**src/cache_geom_pkg.sv**
```systemverilog
// address and data geometry shared by the cache blocks, pulled in by scoped names
package cache_geom_pkg;

	// --------------------
	// word and line sizes
	// --------------------

	// one processor data word
	typedef logic [31:0] word_t;

	// one memory line, word 0 in the low bits
	typedef logic [127:0] line_t;

	localparam int unsigned words_per_line = 4;

	// index of a word inside its line
	typedef logic [1:0] word_off_t;

	// --------------------
	// addresses
	// --------------------

	// word address from the processor, byte offset already stripped
	typedef logic [29:0] word_addr_t;

	// line address toward memory = word address without the word offset
	typedef logic [27:0] line_addr_t;

	// --------------------
	// associativity
	// --------------------

	localparam int unsigned num_ways = 2;

	// selects one of the two ways
	typedef logic [0:0] way_t;

endpackage

```
**src/cache_proto_pkg.sv**
```systemverilog
// port bundles and controller states of the cache, pulled in by scoped names
package cache_proto_pkg;

	// --------------------
	// processor side
	// --------------------

	// held steady by the processor until stall drops
	typedef struct packed {
		logic                       read;
		logic                       write;
		cache_geom_pkg::word_addr_t addr;
		cache_geom_pkg::word_t      wdata;
	} proc_req_t;

	typedef struct packed {
		logic                  stall;	// high while a miss is in flight
		cache_geom_pkg::word_t rdata;	// valid on a read hit
	} proc_rsp_t;

	// --------------------
	// memory side
	// --------------------

	// read or write level, held until ready
	typedef struct packed {
		logic                       read;
		logic                       write;
		cache_geom_pkg::line_addr_t addr;
		cache_geom_pkg::line_t      wdata;
	} mem_req_t;

	typedef struct packed {
		cache_geom_pkg::line_t rdata;
		logic                  ready;	// one cycle, ends the request
	} mem_rsp_t;

	// miss handling states
	typedef enum logic [1:0] {
		st_idle,
		st_compare,
		st_write_back,
		st_allocate
	} cache_state_t;

endpackage

```
**src/cache_ctrl.sv**
```systemverilog
// miss handling FSM that the cache top level uses to sequence the arrays and the memory request
`timescale 1ns/1ps

module cache_ctrl (
	input  logic                        clk,
	input  logic                        proc_reset,
	input  cache_proto_pkg::proc_req_t  proc_req,
	input  logic                        hit,
	input  logic                        victim_dirty,
	input  cache_geom_pkg::way_t        hit_way,
	input  cache_geom_pkg::way_t        victim_way,
	input  cache_geom_pkg::line_addr_t  victim_line_addr,
	input  cache_geom_pkg::line_t       line_out,
	input  cache_geom_pkg::word_t       word_out,
	input  cache_proto_pkg::mem_rsp_t   mem_rsp,
	output cache_proto_pkg::proc_rsp_t  proc_rsp,
	output cache_proto_pkg::mem_req_t   mem_req,
	output logic                        store_en,
	output logic                        fill_en,
	output logic                        clean_en,
	output cache_geom_pkg::way_t        way_sel
);

	cache_proto_pkg::cache_state_t state_q;
	cache_proto_pkg::cache_state_t state_d;

	logic                       access;
	cache_geom_pkg::line_addr_t proc_line_addr;

	assign access = proc_req.read | proc_req.write;

	// drop the word offset to get the refill address
	assign proc_line_addr = proc_req.addr[$bits(cache_geom_pkg::word_addr_t)-1:
		$bits(cache_geom_pkg::word_off_t)];

	// --------------------
	// state register
	// --------------------

	always_ff @(posedge clk) begin
		if (proc_reset) begin
			state_q <= cache_proto_pkg::st_idle;
		end else begin
			state_q <= state_d;
		end
	end

	// --------------------
	// next state
	// --------------------

	always_comb begin
		state_d = state_q;
		case (state_q)
			cache_proto_pkg::st_idle: begin
				state_d = cache_proto_pkg::st_compare;	// one cycle after reset
			end
			cache_proto_pkg::st_compare: begin
				if (access && !hit) begin
					// a dirty victim has to go out before the refill
					if (victim_dirty) begin
						state_d = cache_proto_pkg::st_write_back;
					end else begin
						state_d = cache_proto_pkg::st_allocate;
					end
				end
			end
			cache_proto_pkg::st_write_back: begin
				if (mem_rsp.ready) begin
					state_d = cache_proto_pkg::st_allocate;
				end
			end
			cache_proto_pkg::st_allocate: begin
				if (mem_rsp.ready) begin
					state_d = cache_proto_pkg::st_compare;	// hit taken next cycle
				end
			end
			default: begin
				state_d = cache_proto_pkg::st_idle;
			end
		endcase
	end

	// --------------------
	// outputs
	// --------------------

	always_comb begin
		proc_rsp.stall = 1'b1;	// idle keeps the processor waiting
		proc_rsp.rdata = word_out;
		mem_req        = '0;
		store_en       = 1'b0;
		fill_en        = 1'b0;
		clean_en       = 1'b0;
		way_sel        = hit_way;

		case (state_q)
			cache_proto_pkg::st_compare: begin
				if (!access || hit) begin
					proc_rsp.stall = 1'b0;
				end
				store_en = proc_req.write & hit;	// word lands at the next edge
			end
			cache_proto_pkg::st_write_back: begin
				way_sel        = victim_way;
				mem_req.write  = 1'b1;
				mem_req.addr   = victim_line_addr;
				mem_req.wdata  = line_out;
				clean_en       = mem_rsp.ready;
			end
			cache_proto_pkg::st_allocate: begin
				way_sel        = victim_way;
				mem_req.read   = 1'b1;
				mem_req.addr   = proc_line_addr;
				fill_en        = mem_rsp.ready;	// refill the victim way
			end
		endcase
	end

endmodule

```
**src/cache_data_array.sv**
```systemverilog
// line storage of the cache, word read by offset, word merge on store and line fill on refill
`timescale 1ns/1ps

module cache_data_array #(
	parameter int set_bits = 2
) (
	input  logic                        clk,
	input  cache_geom_pkg::word_addr_t  addr,
	input  cache_geom_pkg::way_t        way_sel,
	input  logic                        store_en,
	input  logic                        fill_en,
	input  cache_geom_pkg::word_t       store_word,
	input  cache_geom_pkg::line_t       fill_line,
	output cache_geom_pkg::line_t       line_out,
	output cache_geom_pkg::word_t       word_out
);

	localparam int num_sets = 1 << set_bits;
	localparam int off_bits = $bits(cache_geom_pkg::word_off_t);

	typedef logic [set_bits-1:0] set_t;

	// a line seen as its words, word 0 lowest
	typedef cache_geom_pkg::word_t [cache_geom_pkg::words_per_line-1:0] line_words_t;

	cache_geom_pkg::line_t data_q [num_sets][cache_geom_pkg::num_ways];

	set_t                      set_idx;
	cache_geom_pkg::word_off_t word_off;
	line_words_t               rd_words;
	line_words_t               merged;

	assign set_idx  = addr[off_bits +: set_bits];
	assign word_off = addr[off_bits-1:0];

	// --------------------
	// read side
	// --------------------

	assign line_out = data_q[set_idx][way_sel];
	assign rd_words = line_out;
	assign word_out = rd_words[word_off];

	// store touches one word, rest of the line kept
	always_comb begin
		merged           = rd_words;
		merged[word_off] = store_word;
	end

	// --------------------
	// write side
	// --------------------

	always_ff @(posedge clk) begin
		if (fill_en) begin
			data_q[set_idx][way_sel] <= fill_line;	// whole line from memory
		end else if (store_en) begin
			data_q[set_idx][way_sel] <= merged;
		end
	end

endmodule

```
**src/cache_tag_array.sv**
```systemverilog
// valid, dirty, tag and replacement bits of the cache, with hit and victim lookup per set
`timescale 1ns/1ps

module cache_tag_array #(
	parameter int set_bits = 2
) (
	input  logic                        clk,
	input  logic                        proc_reset,
	input  cache_geom_pkg::word_addr_t  addr,
	input  logic                        store_en,
	input  logic                        fill_en,
	input  logic                        clean_en,
	input  cache_geom_pkg::way_t        way_sel,
	output logic                        hit,
	output logic                        victim_dirty,
	output cache_geom_pkg::way_t        hit_way,
	output cache_geom_pkg::way_t        victim_way,
	output cache_geom_pkg::line_addr_t  victim_line_addr
);

	localparam int num_sets = 1 << set_bits;
	localparam int off_bits = $bits(cache_geom_pkg::word_off_t);
	localparam int tag_bits = $bits(cache_geom_pkg::line_addr_t) - set_bits;

	typedef logic [set_bits-1:0] set_t;
	typedef logic [tag_bits-1:0] tag_t;

	logic [num_sets-1:0][cache_geom_pkg::num_ways-1:0] valid_q;
	logic [num_sets-1:0][cache_geom_pkg::num_ways-1:0] dirty_q;
	logic [num_sets-1:0]                               repl_q;	// way to evict next
	tag_t tag_q [num_sets][cache_geom_pkg::num_ways];

	set_t                                set_idx;
	tag_t                                addr_tag;
	logic [cache_geom_pkg::num_ways-1:0] match;

	assign set_idx  = addr[off_bits +: set_bits];
	assign addr_tag = addr[$bits(cache_geom_pkg::word_addr_t)-1 -: tag_bits];

	// --------------------
	// lookup
	// --------------------

	always_comb begin
		for (int w = 0; w < cache_geom_pkg::num_ways; w++) begin
			match[w] = valid_q[set_idx][w] && (tag_q[set_idx][w] == addr_tag);
		end
	end

	assign hit     = |match;
	assign hit_way = cache_geom_pkg::way_t'(match[1]);

	assign victim_way       = repl_q[set_idx];
	assign victim_dirty     = valid_q[set_idx][victim_way] & dirty_q[set_idx][victim_way];
	assign victim_line_addr = {tag_q[set_idx][victim_way], set_idx};	// address of the evicted line

	// --------------------
	// state bits
	// --------------------

	always_ff @(posedge clk) begin
		if (proc_reset) begin
			valid_q <= '0;
			dirty_q <= '0;
			repl_q  <= '0;
		end else begin
			if (fill_en) begin
				valid_q[set_idx][way_sel] <= 1'b1;
				dirty_q[set_idx][way_sel] <= 1'b0;
				repl_q[set_idx]           <= ~repl_q[set_idx];	// only a refill moves it
			end else if (store_en) begin
				dirty_q[set_idx][way_sel] <= 1'b1;
			end else if (clean_en) begin
				dirty_q[set_idx][way_sel] <= 1'b0;	// line is back in memory
			end
		end
	end

	// tag of the refilled line
	always_ff @(posedge clk) begin
		if (fill_en) begin
			tag_q[set_idx][way_sel] <= addr_tag;
		end
	end

endmodule

```
**src/cache_top.sv**
```systemverilog
// two-way write-back cache, word port to the processor and line port to slow memory
`timescale 1ns/1ps

module cache_top #(
	parameter int set_bits = 2	// log2 of the set count
) (
	input  logic                        clk,
	input  logic                        proc_reset,
	input  cache_proto_pkg::proc_req_t  proc_req,
	output cache_proto_pkg::proc_rsp_t  proc_rsp,
	output cache_proto_pkg::mem_req_t   mem_req,
	input  cache_proto_pkg::mem_rsp_t   mem_rsp
);

	// lookup results
	logic                       hit;
	logic                       victim_dirty;
	cache_geom_pkg::way_t       hit_way;
	cache_geom_pkg::way_t       victim_way;
	cache_geom_pkg::line_addr_t victim_line_addr;

	// array commands
	logic                       store_en;
	logic                       fill_en;
	logic                       clean_en;
	cache_geom_pkg::way_t       way_sel;

	// array read data
	cache_geom_pkg::line_t      line_out;
	cache_geom_pkg::word_t      word_out;

	cache_ctrl ctrl_i (
		.clk              (clk),
		.proc_reset       (proc_reset),
		.proc_req         (proc_req),
		.hit              (hit),
		.victim_dirty     (victim_dirty),
		.hit_way          (hit_way),
		.victim_way       (victim_way),
		.victim_line_addr (victim_line_addr),
		.line_out         (line_out),
		.word_out         (word_out),
		.mem_rsp          (mem_rsp),
		.proc_rsp         (proc_rsp),
		.mem_req          (mem_req),
		.store_en         (store_en),
		.fill_en          (fill_en),
		.clean_en         (clean_en),
		.way_sel          (way_sel)
	);

	cache_tag_array #(.set_bits(set_bits)) tag_i (
		.clk              (clk),
		.proc_reset       (proc_reset),
		.addr             (proc_req.addr),
		.store_en         (store_en),
		.fill_en          (fill_en),
		.clean_en         (clean_en),
		.way_sel          (way_sel),
		.hit              (hit),
		.victim_dirty     (victim_dirty),
		.hit_way          (hit_way),
		.victim_way       (victim_way),
		.victim_line_addr (victim_line_addr)
	);

	cache_data_array #(.set_bits(set_bits)) data_i (
		.clk        (clk),
		.addr       (proc_req.addr),
		.way_sel    (way_sel),
		.store_en   (store_en),
		.fill_en    (fill_en),
		.store_word (proc_req.wdata),
		.fill_line  (mem_rsp.rdata),	// refill data straight from memory
		.line_out   (line_out),
		.word_out   (word_out)
	);

endmodule

```
**config.mk**
```make
export PLATFORM = sky130hd
export DESIGN_NAME = cache_top
export DESIGN_NICKNAME = d
export VERILOG_FILES = /design/src/cache_geom_pkg.sv /design/src/cache_proto_pkg.sv /design/src/cache_ctrl.sv /design/src/cache_data_array.sv /design/src/cache_tag_array.sv /design/src/cache_top.sv
export SDC_FILE = /design/constraint.sdc
export NUM_CORES = 2
export LEC_CHECK = 0
export ABC_CLOCK_PERIOD_IN_PS = 42100
export BUFFER_PORTS_ARGS = -buffer_cell sky130_fd_sc_hd__clkbuf_2
export CORE_MARGIN = 2
export CORE_UTILIZATION = 45
export DETAILED_ROUTE_END_ITERATION = 10
export PLACE_DENSITY = 0.64
export RECOVER_POWER = 25
export SYNTH_ARGS = -nofsm -noshare
export SYNTH_HDL_FRONTEND = slang
export SYNTH_HIERARCHICAL = 1
export SYNTH_SLANG_ARGS = --single-unit
export TNS_END_PERCENT = 30
```
**constraint.sdc**
```tcl
create_clock -name clk -period 42.1 [get_ports clk]
set_input_delay 2.105 -clock clk [delete_from_list [all_inputs] [get_ports clk]]
set_output_delay 2.105 -clock clk [all_outputs]
set_load 0.005 [all_outputs]
```
==> qor.txt <==
H-tree levels - 4
Synth area leader - edfxtp_1
final instance area - 62800 µm²
clock period minus worst slack - 19020 ps
core area - 123000 µm²
status - complete, but fails checks
fillcell total - 10300
CTS resizes - 0
cell area after synthesis - 55900 µm²
crit-path cells - clkbuf_1 -> clkinv_1 -> clkbuf_1 -> mux2i_1 -> o22ai_1 -> a21oi_1 -> or4bb_1 -> nor2_1 -> mux2_1 -> clkbuf_1 -> nand2_1 -> o221a_2 -> o21ai_0 -> inv_1 -> and2_1 -> clkbuf_2
hpwl dp - 100000 µm
routed len/inst - 28.3 µm
endpoints failing setup - 0
vias in the first global route - 33900
First-pass DRT Iterations - 6
slowest CP cell - clkbuf_1
CP max stage delay - 2770 ps
Clock transition at path regs - 50 ps
Routed Antenna Nets - 0
Root Driver - clkbuf_16
Post-synth ARST share - 0%
Rel. slew slack - -203%
final wirelength - 164000 µm
Critical Path RT - 39990 ps
Layout area overhead - 12.4%
GPL Wtd Cong - 0.824
hold_ws - 468 ps
Syn Area/Cell - 14.8 µm²
Final Core Density - 50.9%
total number of vias - 35400
worst-skew pair later-pin latency - 770 ps
Slew Viols, Final - 762
die area - 127000 µm²
RSZ-0062 raised after global routing - false
multi-input logic area - 16700 µm²
DP Area - 58800 µm²
CTS Sinks - 1254
GR Util All Layers - 25.5%
Die Width - 356 µm
WS Path Type - input port to output pin
failing checks - capacitance limit, slew limit
largest net degree at the start of global routing - 124
Crit path arrival time - 16920 ps
Worst Path Max Fanout - 84
Fmax - 0.0526 GHz
crit-path most repeated cell - clkbuf_1
Syn. warnings - 6
actual slew at the worst max-slew pin - 4540 ps
TNS Setup - 0 ps
CTS Hold Bufs - 0
first-pass GRT wire length - 235000 µm
CTS Buf Count - 130
Die Y - 356 µm
MaxCap Viol Count - 19
sequential standard cell area - 37400 µm²
Std-Cell Rows - 129
dominant cells by area after synthesis - edfxtp_1 (66%), mux4_2 (6.9%), mux2i_1 (3.1%)
M2 GR Usage - 40.1%
sequential area share after synthesis - 67.0%
PwrDens - 45.5 nW/µm²
Distinct cells, synth - 70
grt ovf - 0
final period utilization - 45.2%
Hold Violations, Final - 0
Starting Density - 45.3%
nets - 4255
I/O pin total - 386
ys flop type - edfxtp_1
post-CTS setup buffer count - 0
grt met3 use - 5.97%
CTS tree - done
DRC violations left - 0
GR Layer Usage met1 - 34.9%
Port Buffers - 385
Pleak - 21.1 nW
Detailed Route Iter0 Violations - 3925
number of synthesized flops with an enable pin - 1232
Worst Hold Class - flip-flop to flip-flop
antenna violations before repair - 29
Layout Skew - 31.1 ps
Syn Inst Count - 3780
share of post-route cells with drive strength above 1 - 21.7%
Post-Syn Nets - 3980
routed vias/inst - 6.11
Synth Register Bits - 1254
clk buf depth - 3
Startpoint Class - input port
top-area cell type share of the netlist area - 66.2%
global route hottest layer - met2
Worst VDD drop - 0.0415 mV
Critical Path Sink Type - output pin
## final timing paths
check                                                    from  slack, ps  depth (start not counted)                             end
worst max-delay path                             proc_req[35]      23080                         16                    mem_req[117]
worst min-delay path            tag_i/valid_q[6]$_SDFFE_PP0P_        470                          2   tag_i/valid_q[6]$_SDFFE_PP0P_
worst max register to register   tag_i/repl_q[2]$_SDFFE_PP0P_      29940                          8  data_i/data_q[2][20]$_DFFE_PP_
worst min register to register  tag_i/valid_q[6]$_SDFFE_PP0P_        470                          2   tag_i/valid_q[6]$_SDFFE_PP0P_
## sequential cells by signal, summed over array words and instances, names as in the netlist, named ones only
name and cells:
tag_i/repl_q 4, ctrl_i/state_q 2, tag_i/valid_q 8, tag_i/tag_q 208
data_i/data_q 1024
## cell usage after synthesis (22+ instances only)
master / n
buf_2: 89
a21oi_1: 23
and2_1: 133
nor2_1: 252
o221ai_1: 22
o31ai_2: 54
o22ai_1: 168
mux4_2: 172
nand2_1: 409
o31ai_1: 95
clkbuf_1: 112
mux2i_1: 173
dfxtp_1: 22
a31oi_1: 92
nor2b_1: 117
o21ai_0: 120
nor2_2: 34
a22o_1: 28
buf_4: 64
xnor2_1: 30
mux2_2: 39
edfxtp_1: 1232
a211oi_1: 82
a22oi_1: 27
## kinds of logic after synthesis
group / Yosys count / share of synthesized area, %
adder cells (fa/ha/maj): 5 / 0.112
AND/OR/NAND/NOR: 1008 / 8.31
AO/OA/AOI/OAI: 751 / 9.58
buffers and inverters: 332 / 3.35
flip-flops: 1254 / 67.0
multiplexers: 389 / 11.0
XOR/XNOR: 41 / 0.642
## final cells by class
| class | count | share of cell area (%) |
|---|---|---|
| diodes | 10 | 0.0398 |
| clock buffers | 160 | 5.48 |
| clock inverters | 70 | 1.19 |
| inverters | 20 | 0.120 |
| multi-input cells | 2194 | 26.6 |
| flip-flops and latches | 1254 | 59.6 |
| well taps | 1637 | 3.26 |
| repair buffers | 455 | 3.75 |
## critical path: cells and delay by family
| kind | cells | cell delay, ps |
|---|---|---|
| AOI/OAI and AO/OA | 4 | 1800 |
| buffers and inverters | 6 | 7640 |
| muxes | 2 | 2970 |
| and+or+nand+nor | 4 | 2260 |
## cell usage in the layout (no fill, tap or decap), types with 22 or more instances in the layout
cell       instances
clkbuf_16        133
nand2_1          408
clkbuf_2         343
buf_4             51
o221ai_1          22
o31ai_1          103
and2_1           132
edfxtp_1        1232
mux2i_1          173
mux4_2           172
a22o_1            28
mux2_2            36
a211oi_1          82
clkinv_1          23
o31ai_2           46
nor2_2            39
xnor2_1           30
a22oi_1           27
clkbuf_1          84
a31oi_1           92
nor2_1           242
nor2b_1          115
a21oi_1           23
dfxtp_1           22
o21ai_0          120
o22ai_1          169
## report_power, final
| part | switching (mW) | total, mW | internal [mW] | leakage, nW |
|---|---|---|---|---|
| combinational | 0.210 | 0.327 | 0.117 | 7.80 |
| clock | 0.476 | 1.14 | 0.663 | 2.05 |
| sequential | 0.00402 | 1.39 | 1.39 | 11.3 |
## per-stage QoR
stage | instances | worst slack (ps) | power (mW)
4_1_cts | 5790 | 30660 | 2.88
5_1_grt | 5796 | 22180 | 2.95
6_report | 5800 | 23080 | 2.86
2_1_floorplan | 3780 | 24730 | 1.61
3_5_place_dp | 5560 | 30640 | 1.75
3_3_place_gp | 5560 | 30730 | 1.74
## per-layer routing
metal	share of wire (%)	vias to the layer above	routed length, µm
li1	-	15300	-
met1	40	18200	66400
met2	47	1625	77600
met3	9.0	292	14800
met4	3.1	22	5080
met5	0.086	-	141
No activity file was read; power rests on OpenSTA's default activity.
